<file path="config.mk">
export PLATFORM = sky130hd
export DESIGN_NAME = homo_execute
export DESIGN_NICKNAME = d
export VERILOG_FILES = /design/src/logic/fish_pkg.sv /design/src/logic/homo_execute.sv /design/src/logic/recip_divider.sv
export VERILOG_INCLUDE_DIRS = /design/src /design/src/logic
export SDC_FILE = /design/constraint.sdc
export NUM_CORES = 2
export LEC_CHECK = 0
export BUFFER_PORTS_ARGS = -buffer_cell sky130_fd_sc_hd__buf_2
export CAP_MARGIN = 20
export CORE_MARGIN = 8
export CORE_UTILIZATION = 55
export CTS_BUF_LIST = sky130_fd_sc_hd__clkbuf_8 sky130_fd_sc_hd__clkbuf_16
export DETAILED_ROUTE_END_ITERATION = 12
export PLACE_DENSITY = 0.71
export SYNTH_ARGS = -nofsm -noshare
export SYNTH_HDL_FRONTEND = slang
export SYNTH_SLANG_ARGS = --single-unit
</file>
<file path="constraint.sdc">
create_clock -name clk -period 8.85 [get_ports clk]
set_input_delay 1.77 -clock clk [delete_from_list [all_inputs] [get_ports clk]]
set_output_delay 1.77 -clock clk [all_outputs]
set_load 0.005 [all_outputs]
</file>
<file path="src/logic/fish_config.svh">
`ifndef FISH_CONFIG_SVH
`define FISH_CONFIG_SVH

// raster counter offsets
`define H_VBI           11'sd0
`define V_VBI           11'sd0

// homography coefficients, 20 bit signed
`define ROT_A           20'sd44664
`define ROT_B           20'sd46245
`define ROT_D           20'sd4040
`define ROT_E           20'sd79016
`define ROT_G           20'sd15
`define ROT_H           20'sd154

// translation terms, 12 bit signed
`define ROT_C           (-12'sd458)
`define ROT_F           (-12'sd334)

// reciprocal divider
`define DIV_NUMER_SHIFT 29                  // dividend is 2^29
`define DIV_Q_BITS      30                  // one quotient bit per stage
`define DIV_LATENCY     (`DIV_Q_BITS + 2)   // entry + stages + exit

// output window
`define WIN_OFFSET      11'sd80
`define WIN_X_LIMIT     481                 // exclusive
`define WIN_Y_LIMIT     321                 // exclusive

// frame buffer
`define ROW_PITCH       480                 // words per row
`define ADDR_W          17

`endif

</file>
<file path="src/logic/fish_pkg.sv">
`default_nettype none

package fish_pkg;

    // raster or window coordinate
    typedef logic signed [10:0] coord_t;

    // truncated coefficient term c1..c4
    typedef logic signed [20:0] coef_t;

    // warp numerator, bits 29:9 of the full product difference
    typedef logic signed [20:0] num_t;

    // scaled reciprocal of the denominator
    typedef logic signed [19:0] recip_t;

    // warped coordinate, integer pixels
    typedef logic signed [12:0] warp_t;

endpackage

`default_nettype wire

</file>
<file path="src/logic/homo_execute.sv">
`default_nettype none
`timescale 1ns/1ps
`include "fish_config.svh"

module homo_execute
    import fish_pkg::*;
(
    input  wire                clk,
    input  wire                arst_n,
    input  wire signed [41:0]  denom,
    input  wire num_t          num_x,
    input  wire num_t          num_y,
    output warp_t              warp_x,
    output warp_t              warp_y
);

    logic signed [15:0]             divisor;
    logic signed [`DIV_Q_BITS-1:0] quotient;
    recip_t                         recip;

    num_t nx_dly [0:`DIV_LATENCY-1];    // numerators wait for the divider
    num_t ny_dly [0:`DIV_LATENCY-1];

    logic signed [40:0] prod_x;
    logic signed [40:0] prod_y;

    assign divisor = denom[33:18];       // denominator scaled down by 2^18

    recip_divider u_div
    (
        .clk      (clk),
        .arst_n   (arst_n),
        .divisor  (divisor),
        .quotient (quotient)
    );

    assign recip = quotient[28:9];

    always_ff @(posedge clk or negedge arst_n)
    begin
        if (!arst_n)
        begin
            for (int i = 0; i < `DIV_LATENCY; i++)
            begin
                nx_dly[i] <= '0;
                ny_dly[i] <= '0;
            end
        end
        else
        begin
            nx_dly[0] <= num_x;
            ny_dly[0] <= num_y;
            for (int i = 1; i < `DIV_LATENCY; i++)
            begin
                nx_dly[i] <= nx_dly[i-1];
                ny_dly[i] <= ny_dly[i-1];
            end
        end
    end

    // scale by the reciprocal, then keep the integer part
    always_ff @(posedge clk or negedge arst_n)
    begin
        if (!arst_n)
        begin
            prod_x <= '0;
            prod_y <= '0;
            warp_x <= '0;
            warp_y <= '0;
        end
        else
        begin
            prod_x <= nx_dly[`DIV_LATENCY-1] * recip;   // same pixel as recip
            prod_y <= ny_dly[`DIV_LATENCY-1] * recip;
            warp_x <= prod_x[27:15];
            warp_y <= prod_y[27:15];
        end
    end

endmodule

`default_nettype wire

</file>
<file path="src/logic/recip_divider.sv">
`default_nettype none
`timescale 1ns/1ps
`include "fish_config.svh"

module recip_divider
(
    input  wire                            clk,
    input  wire                            arst_n,
    input  wire signed [15:0]              divisor,
    output logic signed [`DIV_Q_BITS-1:0] quotient
);

    localparam int QB = `DIV_Q_BITS;

    // index 0 is the entry stage
    logic [15:0]   mag_q [0:QB];     // divisor magnitude travels along
    logic          neg_q [0:QB];     // result sign
    logic [15:0]   rem_q [1:QB-1];   // partial remainder below mag
    logic [QB-1:0] quo_q [1:QB];     // quotient bits shifted in msb first

    logic [16:0]   step  [1:QB];     // {quotient bit, next remainder}

    // one restoring step
    function automatic logic [16:0] div_step(
        input logic [15:0] rem,
        input logic        numer_bit,
        input logic [15:0] mag
    );
        logic [16:0] trial;
        logic [16:0] diff;
        trial = {rem, numer_bit};
        diff  = trial - {1'b0, mag};
        if (trial >= {1'b0, mag})
            return {1'b1, diff[15:0]};
        return {1'b0, trial[15:0]};
    endfunction

    // dividend is a single one at bit DIV_NUMER_SHIFT
    always_comb
    begin
        step[1] = div_step(16'd0, (QB - 1) == `DIV_NUMER_SHIFT, mag_q[0]);   // empty remainder
        for (int i = 2; i <= QB; i++)
            step[i] = div_step(rem_q[i-1], (QB - i) == `DIV_NUMER_SHIFT, mag_q[i-1]);
    end

    always_ff @(posedge clk or negedge arst_n)
    begin
        if (!arst_n)
        begin
            for (int i = 0; i <= QB; i++)
            begin
                mag_q[i] <= '0;
                neg_q[i] <= 1'b0;
            end
            for (int i = 1; i < QB; i++)
                rem_q[i] <= '0;
            for (int i = 1; i <= QB; i++)
                quo_q[i] <= '0;
            quotient <= '0;
        end
        else
        begin
            mag_q[0] <= divisor[15] ? 16'(-divisor) : 16'(divisor);   // -32768 maps to 0x8000
            neg_q[0] <= divisor[15];
            for (int i = 1; i <= QB; i++)
            begin
                mag_q[i] <= mag_q[i-1];
                neg_q[i] <= neg_q[i-1];
            end
            for (int i = 1; i < QB; i++)
                rem_q[i] <= step[i][15:0];
            quo_q[1] <= {{(QB-1){1'b0}}, step[1][16]};
            for (int i = 2; i <= QB; i++)
                quo_q[i] <= {quo_q[i-1][QB-2:0], step[i][16]};
            // exit stage puts the sign back
            if (mag_q[QB] == '0)
                quotient <= '0;                   // zero divisor gives 0
            else if (neg_q[QB])
                quotient <= -$signed(quo_q[QB]);
            else
                quotient <= $signed(quo_q[QB]);
        end
    end

endmodule

`default_nettype wire

</file>
==> impl_metrics.py <==
metrics = {
    "place": {
        "io_buffers": 85,
        "place_congestion": 0.9124,
        "placedCellCount": 12115,
        "place_hpwl_um": 152800,
    },
    "grt": {
        "grt_use_total_pct": 19.84,
        "grt_overflow": 0,
        "grt_pass1_wl_um": 379500,
        "grt_pass1_vias": 72727,
        "grt_max_degree": 213,
        "antenna_found_initial": 12,
    },
    "timing": {
        "tightest_slew_ps": 1131,
        "setup_viol": 0,
        "tns_ps": 0,
        "slew_violations": 0,
        "period_needed_ps": 7815,
        "fin_skew_ps": 71.20,
        "hold_viol_final": 0,
        "grt_setup_unrepaired": "false",
        "fin_crit_sh_pct": 88.31,
        "slew_headroom_pct": 24.60,
        "fmax_ghz": 0.1280,
    },
    "critical_path": {
        "crit_required_ps": 9640,
        "crit_path_max_incr_delay_ps": 1050,
        "critical_path_arrival_ps": 8610,
        "crit_chain": "and2_1, fa_1, fa_1, inv_1, fa_1, inv_1, fa_1, fa_1, fa_1, inv_1, fa_1, inv_1, ha_1, a2111oi_0, a22oi_1, a21boi_1, a31o_2, o41ai_2, o221ai_1, a211o_1, o21ai_0",
        "path_delay_family": "adder cells",
        "worst_setup_path_end_kind": "flip-flop",
        "crit_type": "flip-flop to flip-flop",
        "worstSetupStartpointType": "flip-flop",
        "worst_path_most_repeated_cell": "fa_1",
        "cp.buffers_inverters": 4,
        "crit_slowest_cell": "dfrtp_2",
        "critical_path.max_fanout": 42,
    },
    "synthesis": {
        "ys_types": 81,
        "synth_area_um2": 120200,
        "synthFlopType": "dfrtp_1",
        "yosys-top-cells-count": "dfrtp_1, inv_1, ha_1, fa_1, nand2_1",
        "synth_edf_count": 0,
        "ys_seq_area_share_pct": 59.18,
        "synth_area_per_cell_um2": 12.91,
        "synth.most_common_cell": "dfrtp_1",
        "ys_top_cells_by_area": "dfrtp_1, fa_1, ha_1",
        "ys_async_sr_fraction_pct": 100.0,
        "synth-seq-cells": 2842,
        "yosysWarningCount": 0,
        "syn_nets": 10629,
        "synth_top_cell_by_area": "dfrtp_1",
        "synth_top_area_share_pct": 59.18,
        "syn_inst": 9308,
    },
    "die": {
        "initial_core_util_pct": 55.34,
        "io_pins": 112,
        "fp-row-count": 171,
        "core_um2": 217200,
        "die_w_um": 483.4,
        "fp.dieH_um": 483.4,
        "design.die.area_um2": 233700,
    },
    "clock_network": {
        "cts_resized": 0,
        "clk_path_buf_depth": 4,
        "cts_buffers": 296,
        "worstSkewPairLatency_ps": 910,
        "cts_tree": "built",
        "path_clk_slew_ps": 60,
        "postCtsHoldBufs": 0,
        "cts_setup_buffers": 0,
        "cts-root-buf": "clkbuf_16",
        "cts.sinks": 2842,
        "htreeDepth": 5,
    },
    "cells_and_area": {
        "drive_gt1_share_pct": 9.043,
        "nNetsFinal": 10883,
        "stdcell_count": 12620,
        "fin_util_pct": 61.58,
        "syn2layout_area_growth_pct": 11.28,
    },
    "detailed_routing": {
        "drc_errors": 0,
        "ant_nets": 0,
        "vias_per_cell": 5.257,
        "vias": 66340,
        "firstDrtPassIters": 6,
        "routed_wl_um": 228600,
        "drt_iter0_markers": 4348,
        "detail_route.wl_per_cell_um": 18.11,
    },
    "run_status": {
        "outcome": "complete, no violations",
    },
    "min_path": {
        "hp-class": "flip-flop to flip-flop",
    },
    "job": {
        "max_cap_violations": 0,
    },
}
[through the flow]
step / setup slack, ps / hold slack, ps / cell area (um2)
global route: 541.6 / 313.9 / 133700
global placement: 1218 / 331.0 / 124000
floorplan: 2067 / 331.2 / 120200
finish: 1035 / 305.1 / 133700
detailed placement: 1036 / 334.7 / 124000
CTS: 1064 / 310.8 / 133600
[cells in the final DEF, fill, tap and decap left out, types with 25 or more instances in the layout]
cell,instances
dfrtp_1,2834
inv_1,1362
ha_1,649
fa_1,586
nand2_1,491
and2_1,435
a21oi_1,362
nor2_1,355
clkbuf_16,300
xnor2_1,289
o21ai_0,276
mux2_2,226
xor2_1,131
nor3_1,111
o21a_1,110
buf_2,84
nand2b_1,83
nand3_1,82
nor2b_1,81
a21o_1,73
nand4_1,63
clkbuf_8,54
clkinv_2,45
buf_4,44
or3_1,43
and3_1,40
a211oi_1,33
o21bai_1,31
a31oi_1,30
o31ai_1,29
or2_2,28
a21boi_0,28
nor4_1,27
mux2i_1,27
bufinv_16,27
o211ai_1,26
o31a_1,25
[worst paths after layout]
kind / to / start / cells after the start / slack (ps)
worst min register to register: u_div.quo_q[432] / u_div.quo_q[461] / 0 / 310
worst max register to register: prod_x[27] / u_div.quotient[12] / 21 / 1030
worst min-delay path: u_div.quo_q[432] / u_div.quo_q[461] / 0 / 310
worst max-delay path: prod_x[27] / u_div.quotient[12] / 21 / 1030
min in group asynchronous: warp_y[5] / arst_n / 1 / 880
max in group asynchronous: ny_dly[484] / arst_n / 3 / 5790
[worst register-to-register path, cell delays in order (launching register included)]
cell and delay (ps):
dfrtp_2 1050, and2_1 300, fa_1 460, fa_1 520, inv_1 50, fa_1 540, inv_1 60, fa_1 520
fa_1 450, fa_1 550, inv_1 60, fa_1 530, inv_1 40, ha_1 220, a2111oi_0 640, a22oi_1 120
a21boi_1 240, a31o_2 360, o41ai_2 360, o221ai_1 250, a211o_1 340, o21ai_0 80
[logic make-up after synthesis]
| logic type | share of synthesized area, % |
|---|---|
| AOI/OAI and AO/OA | 6.281 |
| xor gates and xnor gates | 3.061 |
| adders and majority gates | 16.52 |
| buffers and inverters | 4.731 |
| DFF | 59.18 |
| muxes | 2.352 |
| and+or+nand+nor | 7.877 |
[layer usage]
metal  up-vias  part of all wire [%]  track usage, %
met5         -                0.0087               0
met4         2                   4.1           7.927
met3       590                   3.9           2.585
li1      30388                     -               -
met1     33717                    41           25.02
met2      1643                    51           34.95
[area by class of cell]
cell class,count,area [um2]
fillers,15938,83430
flip-flops and latches,2842,71130
multi-input cells,4972,43370
clock buffers,354,8250
inverters,1305,4898
well taps,2854,3571
clock inverters,146,1399
repair buffers,145,1114
diodes,2,5.005
[flip-flops by register name, indices dropped and copies added (netlist names)]
name,cells
warp_x,13
u_div.quo_q,435
prod_x,13
ny_dly,672
nx_dly,672
warp_y,13
u_div.quotient,20
prod_y,13
u_div.neg_q,31
u_div.rem_q,464
u_div.mag_q,496
Power is not shown: default switching activity piles up to over one toggle a cycle in this logic, so the estimate is an artifact.
