$ cat src/logic/fish_config.svh
`ifndef FISH_CONFIG_SVH
`define FISH_CONFIG_SVH

// raster counter offsets
`define H_VBI           11'sd0
`define V_VBI           11'sd0

// homography coefficients, 20 bit signed
`define ROT_A           20'sd44664
`define ROT_B           20'sd46245
`define ROT_D           20'sd4040
`define ROT_E           20'sd79016
`define ROT_G           20'sd15
`define ROT_H           20'sd154

// translation terms, 12 bit signed
`define ROT_C           (-12'sd458)
`define ROT_F           (-12'sd334)

// reciprocal divider
`define DIV_NUMER_SHIFT 29                  // dividend is 2^29
`define DIV_Q_BITS      30                  // one quotient bit per stage
`define DIV_LATENCY     (`DIV_Q_BITS + 2)   // entry + stages + exit

// output window
`define WIN_OFFSET      11'sd80
`define WIN_X_LIMIT     481                 // exclusive
`define WIN_Y_LIMIT     321                 // exclusive

// frame buffer
`define ROW_PITCH       480                 // words per row
`define ADDR_W          17

`endif

$ cat src/logic/fish_pkg.sv
`default_nettype none

package fish_pkg;

    // raster or window coordinate
    typedef logic signed [10:0] coord_t;

    // truncated coefficient term c1..c4
    typedef logic signed [20:0] coef_t;

    // warp numerator, bits 29:9 of the full product difference
    typedef logic signed [20:0] num_t;

    // scaled reciprocal of the denominator
    typedef logic signed [19:0] recip_t;

    // warped coordinate, integer pixels
    typedef logic signed [12:0] warp_t;

endpackage

`default_nettype wire

$ cat src/logic/addr_result.sv
`default_nettype none
`timescale 1ns/1ps
`include "fish_config.svh"

module addr_result
    import fish_pkg::*;
(
    input  wire                clk,
    input  wire                arst_n,
    input  wire warp_t         warp_x,
    input  wire warp_t         warp_y,
    output logic [`ADDR_W-1:0] addr
);

    coord_t wx;                       // window relative x
    coord_t wy;                       // window relative y
    logic   x_in;
    logic   y_in;
    logic [`ADDR_W-1:0] lin_addr;     // word address before the halving

    // both bounds exclusive, 0 counts as outside
    assign x_in = (wx > 0) && (wx < `WIN_X_LIMIT);
    assign y_in = (wy > 0) && (wy < `WIN_Y_LIMIT);

    assign lin_addr = `ADDR_W'(`ROW_PITCH * wy + wx);   // wraps at 17 bits

    always_ff @(posedge clk or negedge arst_n)
    begin
        if (!arst_n)
        begin
            wx   <= '0;
            wy   <= '0;
            addr <= '0;
        end
        else
        begin
            wx <= warp_x[10:0] - `WIN_OFFSET;
            wy <= warp_y[10:0] - `WIN_OFFSET;
            if (x_in && y_in)
                addr <= lin_addr >> 1;    // two pixels per buffer word
            else
                addr <= '0;
        end
    end

endmodule

`default_nettype wire

$ cat config.mk
export PLATFORM = sky130hd
export DESIGN_NAME = addr_result
export DESIGN_NICKNAME = d
export VERILOG_FILES = /design/src/logic/fish_pkg.sv /design/src/logic/addr_result.sv
export VERILOG_INCLUDE_DIRS = /design/src /design/src/logic
export SDC_FILE = /design/constraint.sdc
export NUM_CORES = 1
export LEC_CHECK = 0
export BUFFER_PORTS_ARGS = -buffer_cell sky130_fd_sc_hd__buf_2
export CAP_MARGIN = 0
export CORE_MARGIN = 1.5
export CORE_UTILIZATION = 25
export DETAILED_ROUTE_END_ITERATION = 10
export PLACE_DENSITY = 0.41
export SLEW_MARGIN = 20
export SYNTH_ARGS = -nofsm -noshare
export SYNTH_HDL_FRONTEND = slang
export SYNTH_SLANG_ARGS = --single-unit
$ cat constraint.sdc
create_clock -name clk -period 8.9 [get_ports clk]
set_clock_uncertainty 0.1 [all_clocks]
set_input_delay 0.445 -clock clk [delete_from_list [all_inputs] [get_ports clk]]
set_output_delay 0.445 -clock clk [all_outputs]
set_load 0.02 [all_outputs]
==> results of run 1 <==
[cell families (layout without fill, tap and decap cells)]
group | count (synthesis) | after routing | synth area share (%)
AOI/OAI and AO/OA | 42 | 42 | 10.5
other | 1 | 1 | 0.130
adders and majority gates | 58 | 58 | 29.7
muxes | 1 | 1 | 0.348
xor gates and xnor gates | 29 | 29 | 8.83
and+or+nand+nor | 61 | 61 | 10.2
buffers and inverters | 54 | 99 | 7.18
DFF | 38 | 38 | 33.1
[power by group]
group	leakage [nW]	internal, W	switching (W)
Sequential	0.479	0.000187	0.0000107
Clock	0.0619	0.000102	0.0000679
Combinational	1.20	0.000293	0.000334
[state kept, by name, summed over array words and instances, names as in the netlist]
signal and count:
addr 16, wx 11, wy 11
[cells in the final DEF (no fill, tap or decap), types with 2 or more instances in the layout]
master                        n
sky130_fd_sc_hd__nand3_1      2
sky130_fd_sc_hd__inv_1       53
sky130_fd_sc_hd__ha_1        41
sky130_fd_sc_hd__a21oi_2      2
sky130_fd_sc_hd__nor4_1       4
sky130_fd_sc_hd__buf_2       39
sky130_fd_sc_hd__a31oi_1      3
sky130_fd_sc_hd__xnor2_1     17
sky130_fd_sc_hd__nor2_1      24
sky130_fd_sc_hd__dfrtp_1     38
sky130_fd_sc_hd__o21ai_1      3
sky130_fd_sc_hd__nor2b_1      6
sky130_fd_sc_hd__nand2b_1     2
sky130_fd_sc_hd__clkbuf_16    5
sky130_fd_sc_hd__xor2_1      12
sky130_fd_sc_hd__and2_1       5
sky130_fd_sc_hd__nor3_1       4
sky130_fd_sc_hd__a21oi_1     10
sky130_fd_sc_hd__a21o_1       2
sky130_fd_sc_hd__nand2_1      9
sky130_fd_sc_hd__fa_1        17
sky130_fd_sc_hd__o21a_1       2
sky130_fd_sc_hd__o21ai_0      6
sky130_fd_sc_hd__o211ai_1     3
sky130_fd_sc_hd__clkinvlp_4   2
[cell type report]
class                   count  area, um2
repair buffers             39        195
inverters                  53        199
fillers                  1186       7650
well taps                 140        175
flip-flops and latches     38        951
clock buffers               5        125
multi-input cells         192       1720
clock inverters             2       15.0
[worst register-to-register path, stage by stage (launching register included)]
cell	delay (ns)
sky130_fd_sc_hd__dfrtp_1	0.42
sky130_fd_sc_hd__inv_1	0.11
sky130_fd_sc_hd__ha_1	0.29
sky130_fd_sc_hd__inv_1	0.05
sky130_fd_sc_hd__fa_1	0.47
sky130_fd_sc_hd__fa_1	0.51
sky130_fd_sc_hd__inv_1	0.04
sky130_fd_sc_hd__ha_1	0.33
sky130_fd_sc_hd__a21o_1	0.18
sky130_fd_sc_hd__a21oi_2	0.17
sky130_fd_sc_hd__nor2b_1	0.06
sky130_fd_sc_hd__o21a_1	0.18
sky130_fd_sc_hd__o41ai_1	0.33
sky130_fd_sc_hd__xnor2_1	0.18
sky130_fd_sc_hd__ha_1	0.26
sky130_fd_sc_hd__a211o_1	0.26
sky130_fd_sc_hd__o22ai_1	0.18
sky130_fd_sc_hd__xnor2_1	0.16
sky130_fd_sc_hd__mux2i_1	0.19
[through the flow]
| stage | cells | worst slack, ns |
|---|---|---|
| 6_report | 469 | 4.34 |
| 5_1_grt | 469 | 3.99 |
| 4_1_cts | 469 | 4.31 |
| 3_5_place_dp | 462 | 4.34 |
| 3_3_place_gp | 462 | 4.32 |
| 2_1_floorplan | 284 | 4.66 |
[worst max path at each step]
stage | startpoint | to | slack (ns) | cells past startpoint
final | wy[2] | addr[15] | 4.34 | 18
after global routing | wy[2] | addr[15] | 3.99 | 18
after CTS | wy[2] | addr[15] | 4.31 | 18
after detailed placement | wy[0] | addr[15] | 4.34 | 18
after global placement | wy[2] | addr[15] | 4.32 | 18
after floorplan | wy[2] | addr[15] | 4.66 | 18
[layer usage]
layer	routed length [um]	vias up	global-route usage [%]
met4	71	0	3.85
met3	202	5	1.94
met1	2560	878	13.4
met5	0	-	0
li1	-	1003	-
met2	2360	29	16.1
==> flow_results.org, run 1 <==
** Synthesis
- Cell count after synthesis :: 284
- Area contributors post-synth :: sky130_fd_sc_hd__dfrtp_1, sky130_fd_sc_hd__ha_1, sky130_fd_sc_hd__fa_1, sky130_fd_sc_hd__inv_1, sky130_fd_sc_hd__xnor2_1
- Post-synth EDFFs :: 0
- The synthesized design spends more area on one cell type than any other, namely sky130_fd_sc_hd__dfrtp_1.
- Counting flops with an async set or reset pin after synthesis yields a share of 100%.
- Number of warnings issued by yosys :: 0
- Post-synthesis net count :: 370
- Mean Syn Cell Area :: 10.1 um2
- Sequential-to-total area share from yosys stat :: 33.1%
- Mapped Area :: 2880 um2
- In this run, synthesis produced a sequential element count of 38.
- Proportion of netlist area held by the largest area contributor :: 33.1%
- Most numerous cell in the Yosys netlist :: sky130_fd_sc_hd__inv_1
- Number of distinct standard cells referenced by the synthesized netlist :: 41
- The commonest cells after synthesis are sky130_fd_sc_hd__inv_1, sky130_fd_sc_hd__ha_1, sky130_fd_sc_hd__dfrtp_1.
- In the synthesized netlist the dominant register cell turns out to be sky130_fd_sc_hd__dfrtp_1.

** Floorplanning
- The floorplan step defined a die boundary enclosing 12200 um2.
- Core area :: 11000 um2
- Height of the die :: 110 um
- Once the floorplan was initialized, standard cells occupied 26.1% of the core.
- In this run the count of I/O pins placed on the die edge is 45.
- Measured along the x axis, the die boundary spans 110 um.
- After floorplanning, the core was divided into 38 placement rows.

** Critical path
- Largest incremental delay on the critical path :: 0.51 ns
- R2R Setup Slk :: 4.34 ns
- Cell breakdown of the critical path :: inv_1, ha_1, inv_1, fa_1, fa_1, inv_1, ha_1, a21o_1, a21oi_2, nor2b_1, o21a_1, o41ai_1, xnor2_1, ha_1, a211o_1, o22ai_1, xnor2_1, mux2i_1
- Critical Path End Type :: flop
- Of all nets on the critical path, the largest fanout is 4.
- Total buffers and inverters traversed by the critical path :: 3
- Data required, critical path :: 9.00 ns
- Data arrival time of the critical path :: 4.66 ns
- The endpoint identified for the worst register-to-register timing path is addr[15].
- On the critical path, the stage with the largest delay is an instance of sky130_fd_sc_hd__fa_1.
- The worst setup path is launched from a flop.
- The worst setup path is of the flop to flop kind.
- Number of cell instances on the worst register-to-register path :: 18
- The cell family contributing the most delay on the critical path is adder cells.
- In this run the critical register-to-register path is launched from wy[2].

** Clocking
- The clock reaches the later pin of the worst-skew pair after 0.28 ns.
- The clock drives 38 sinks.
- After clock tree synthesis, the clock-pin slew on the worst setup and hold paths is 0.05 ns.
- Number of hold buffers added after CTS :: 0
- Maximum clock path buffer count :: 2
- TritonCTS buffer count :: 5
- Cell at the root of the clock tree :: sky130_fd_sc_hd__clkbuf_16
- Post-CTS setup repair buffer count :: 0
- CTS built an H-tree with a depth of 2.
- TritonCTS built the clock tree.
- Cts repair resizes :: 0

** Place
- RD Place Congestion :: 0.748
- The wire-length estimate of the detail-placed layout is 4.39 mm.
- Placed Instance Area :: 3240 um2
- Number of buffers added on ports :: 39

** Global route
- Global routing finished with a remaining overflow of 0.
- Pin count of the biggest net entering global routing :: 39
- The first global-routing pass estimated 9.27 mm of wire.
- The initial antenna violation count was 0.
- In the global route stage, overall resource usage came out at 10.0%.
- Vias in the first global route :: 2033

** Pwr
- Tot Pwr :: 0.000994 W
- IR analysis of the VDD net gives a maximum drop of 0.0980 mV.
- Total power per unit cell area :: 294 nW/um2
- In this run the static leakage power is 1.74 nW.

** Timing
- The tightest hold path in the finished design has a slack of 0.165 ns.
- Post-route setup TNS :: 0 ns
- Setup-failing EPs final :: 0
- For the pin with the worst max-slew slack, the measured transition is 0.839 ns.
- Final Max Tran Viols :: 0
- Achievable Freq :: 220 MHz
- Hold Vio Cnt, Final :: 0
- Max_slew headroom :: 44.1%
- Minimum period implied by the final worst setup slack :: 4.56 ns
- Dividing the final minimum period by the clock period gives 51.2%.
- Setup repair after global routing left no endpoint under its margin.

** Hold path
- The min-delay analysis places its worst path in the category input port to asynchronous set/reset pin.

** Layout
- Layout overhead on the synthesized area :: 17.5%
- Fin util :: 30.6%
- Cell area after layout :: 3380 um2
- Inserted Diodes :: 0
- Number of nets in the layout :: 415
- The post-route netlist has 15.8% of its cells at a drive strength greater than 1.

** Routing
- Detailed-router iteration count before antenna repair :: 4
- Once detail routing completed, the nets flagged for antenna violations numbered 0.
- Detailed-route via count :: 1915
- After detailed routing, the number of remaining DRC violations is 0.
- DRC violation total after the first TritonRoute iteration :: 31
- The routed design has 5.19 mm of wire.
- Post-DR wirelength/cell :: 11.1 um
- Routed vias/inst :: 4.08

** Outcome
- Result of the run :: finished clean

** Job
- Number of violations of the max-capacitance limit :: 0
No activity file was read; power rests on OpenSTA's default activity.
==> inputs of run 2 (changes only) <==
--- a/config.mk
+++ b/config.mk
@@ -11,7 +11,7 @@
 export CORE_MARGIN = 1.5
 export CORE_UTILIZATION = 25
 export DETAILED_ROUTE_END_ITERATION = 10
-export PLACE_DENSITY = 0.41
+export PLACE_DENSITY = 0.42
 export SLEW_MARGIN = 20
 export SYNTH_ARGS = -nofsm -noshare
 export SYNTH_HDL_FRONTEND = slang
==> constraint.sdc (replaced) <==
create_clock -name clk -period 3.89 [get_ports clk]
set_clock_uncertainty 0.1 [all_clocks]
set_input_delay 0.1945 -clock clk [delete_from_list [all_inputs] [get_ports clk]]
set_output_delay 0.1945 -clock clk [all_outputs]
set_load 0.02 [all_outputs]
==> run 2 against run 1 <==
Effect of this change: the flow now finishes with violations (setup timing); cell count increased by 15%; via count increased by 12%; global-route usage increased by 1.0 points; sequential cell count unchanged; sequential share of layout area decreased by 5.6 points; fmax increased by 8.6%; setup slack got worse by 4.7 ns; total power increased to 3.2 times the previous value; cell area increased by 25%; largest cell class unchanged.
==> flow_results.org, run 2 (synthesized netlist as in run 1, its figures left out) <==
** Timing
- Setup repair after global routing missed its margin: yes (was no).
- Tightest hold margin :: 0.0103 ns (was 0.165 ns)
- The final critical-path setup slack is -0.305 ns (was 4.34 ns).
- The highest achievable clock rate came to 238 MHz (was 220 MHz).
- Hold Vio Cnt, Final :: 0 (unchanged)
- The minimum period implied by the final worst setup slack was 4.20 ns (was 4.56 ns).
- Fraction of the cycle the final worst path needs :: 108% (was 51.2%)
- Setup-failing EPs final :: 2 (was 0)
- Final Max Tran Viols :: 0 (unchanged)
- Max_slew headroom :: 44.8% (was 44.1%)
- Slew at the pin closest to its max-slew limit :: 0.828 ns (was 0.839 ns)

** Clocking
- Maximum clock path buffer count :: 2 (unchanged)
- The clock tree from TritonCTS is built (unchanged).
- Cell at the root of the clock tree :: sky130_fd_sc_hd__clkbuf_16 (unchanged)
- The clock slew at the register clock pins of the worst setup and hold paths came to 0.06 ns (was 0.05 ns).
- The count of clock tree sinks is 38 (unchanged).
- The clock latency of the later-clocked register in the worst-skew pair came to 0.28 ns (about the same).
- TritonCTS buffer count :: 5 (unchanged)
- The depth of the CTS H-tree is 2 (unchanged).

** Outcome
- Result of the run: finished with violations (was finished clean).
- Violated checks :: setup timing

** Routing
- The overall routed net length was 6.07 mm (was 5.19 mm).
- The wire length per cell was 11.2 um (was 11.1 um).
- The first-pass iteration count of the detailed router came to 2 (was 4).
- The remaining number of nets flagged by the antenna check after routing was 0 (unchanged).
- The average vias per placed instance is 3.99 (was 4.08).
- The DRC violation total after the first TritonRoute iteration is 40 (was 31).
- Remaining design rule violation count :: 0 (unchanged)
- Detailed-route via count :: 2154 (was 1915)

** Critical path
- The cell that appears most often on the critical path is sky130_fd_sc_hd__inv_2.
- The start point of the critical path is wy[1] (was wy[2]).
- The capture point of the critical path is addr[15] (unchanged).
- Largest incremental delay on the critical path :: 0.50 ns (was 0.51 ns)
- Number of cell instances on the worst register-to-register path :: 18 (unchanged)
- Critical Path End Type :: flop (unchanged)
- Worst path depth :: 18 (unchanged)
- The data required time of the worst path came to 3.99 ns (was 9.00 ns).
- Max FO, Critical Path :: 3 (was 4)
- The sum of buffers and inverters on the critical path is 3 (unchanged).
- CP Launch Type :: flop (unchanged)
- The standard cell with the maximum stage delay on the critical path was sky130_fd_sc_hd__fa_1 (unchanged).
- Start-to-end type of the worst setup path :: flop to flop (unchanged)
- The terminus of the critical flop-to-flop path was addr[15] (unchanged).
- The startpoint of the lowest-slack register-to-register path is wy[1] (was wy[2]).
- R2R Setup Slk :: -0.31 ns (was 4.34 ns)
- Cell breakdown of the critical path :: inv_2, ha_4, inv_2, fa_1, fa_1, inv_2, ha_4, a21o_1, a21oi_2, nor2b_1, o21a_1, o41ai_2, xnor2_1, ha_1, a211o_1, o22ai_2, xnor2_1, mux2i_1 (was inv_1, ha_1, inv_1, fa_1, fa_1, inv_1, ha_1, a21o_1, a21oi_2, nor2b_1, o21a_1, o41ai_1, xnor2_1, ha_1, a211o_1, o22ai_1, xnor2_1, mux2i_1)
- The data arrival time of the worst path came to 4.30 ns (was 4.66 ns).
- Crit-path leading delay family :: adder cells (unchanged)

** Floorplanning
- The count of pins on the block boundary came to 45 (unchanged).
- Row count :: 38 (unchanged)
- Initial Utilization :: 26.1% (unchanged)
- The placeable core area was 11000 um2 (unchanged).
- Die extent in x :: 110 um (unchanged)
- Die area :: 12200 um2 (unchanged)
- The chip height is 110 um (unchanged).

** Global route
- The wire length of the first global-routing pass is 10.3 mm (was 9.27 mm).
- The initial antenna violation count was 0 (unchanged).
- All-layer global routing usage :: 11.0% (was 10.0%)
- The number of global-route vias before repair came to 2275 (was 2033).
- The pin count of the biggest net entering global routing was 39 (unchanged).
- The remaining global-route overflow was 0 (unchanged).

** Pwr
- Tot Pwr :: 0.00314 W (was 0.000994 W)
- The maximum VDD drop came to 0.326 mV (was 0.0980 mV).
- Total power per unit cell area :: 744 nW/um2 (was 294 nW/um2)
- Total leakage power :: 2.10 nW (was 1.74 nW)

** Layout
- Most frequent cells in the layout :: sky130_fd_sc_hd__buf_4, sky130_fd_sc_hd__inv_1, sky130_fd_sc_hd__buf_2 (was sky130_fd_sc_hd__inv_1, sky130_fd_sc_hd__ha_1, sky130_fd_sc_hd__buf_2)
- Commonest non-fill, non-tap cell in the layout :: sky130_fd_sc_hd__buf_4 (was sky130_fd_sc_hd__inv_1)
- The fraction of layout cells with a size suffix above 1 is 38.3% (was 15.8%).
- Number of non-filler instances in the completed layout :: 540 (was 469)
- The register with the most flip-flops is addr (unchanged).
- Largest regs: addr x16, wx x11, wy x11 (unchanged).
- Number of nets in the layout :: 485 (was 415)
- The share of the core filled with cells in the final layout is 38.2% (was 30.6%).
- The signed area change from the synthesized netlist to the final layout was 46.7% (was 17.5%).
- The count of antenna diodes in the layout was 0 (unchanged).
- Max reg flops :: 16 (unchanged)

** Place
- The worst setup slack before clock tree synthesis was -0.427 ns (was 4.34 ns).
- The routability congestion estimate was 0.791 (was 0.748).
- Placed Instances :: 511 (was 462)
- The count of input and output buffers was 39 (unchanged).
- The placed wire-length estimate after detailed placement was 4.86 mm (was 4.39 mm).

** Hold path
- Worst min-delay path class :: input port to flop (was input port to asynchronous set/reset pin)
- The worst hold path begins at warp_y[9].

** Job
- The number of max-cap violations came to 0 (unchanged).
## run 2: changes by cell type in the layout (fill, tap and decap cells not counted), sizes merged
cell	before	now
clkinvlp	2	1
clkinv	0	1
buf	39	95
clkbuf	5	6
dlygate4sd3	0	14
## run 2: per-stage QoR
| stage | cell area [um2] | TNS, ns |
|---|---|---|
| 6_report | 4220 | -0.344 |
| 5_1_grt | 4220 | -1.02 |
| 4_1_cts | 4040 | -0.488 |
| 3_5_place_dp | 3650 | -0.603 |
| 3_3_place_gp | 3650 | -0.498 |
| 2_1_floorplan | 2920 | -0.240 |
## run 2: routing by layer
layer,share of wire (%),track usage (%)
met3,3.5,2.23
met2,49,19.4
met1,45,13.2
met4,2.4,4.21
met5,0,0
## run 2: area by class of cell
class / count / area [um2]
fill: 1129 / 6810
inverter: 53 / 199
clock inverter: 2 / 12.5
sequential: 38 / 951
clock buffer: 6 / 139
tap: 140 / 175
multi-input combinational: 192 / 1960
timing repair buffer: 109 / 783
## run 2: how the worst min path moves through the flow
| stage | to | slack (ns) | cells past startpoint |
|---|---|---|---|
| after floorplan | addr[0] | -0.20 | 0 |
| after global placement | wy[3] | 0.20 | 1 |
| after detailed placement | wy[2] | 0.20 | 1 |
| after CTS | wy[9] | 0.003 | 2 |
| after global routing | wy[9] | 0.01 | 2 |
| final | wy[9] | 0.01 | 2 |
## run 2: what timing repair did
item                                    CTS  global route
buffers inserted                          4             4
endpoints found under the hold margin    51             0
pin swaps                                20            18
gates resized for setup                  16            29
endpoints found under the setup margin    3             5
hold buffers                             14             0
## run 2: where the power goes
group / switching [W] / internal [W]
Clock: 0.000165 / 0.000254
Combinational: 0.00105 / 0.00123
Sequential: 0.0000217 / 0.000427
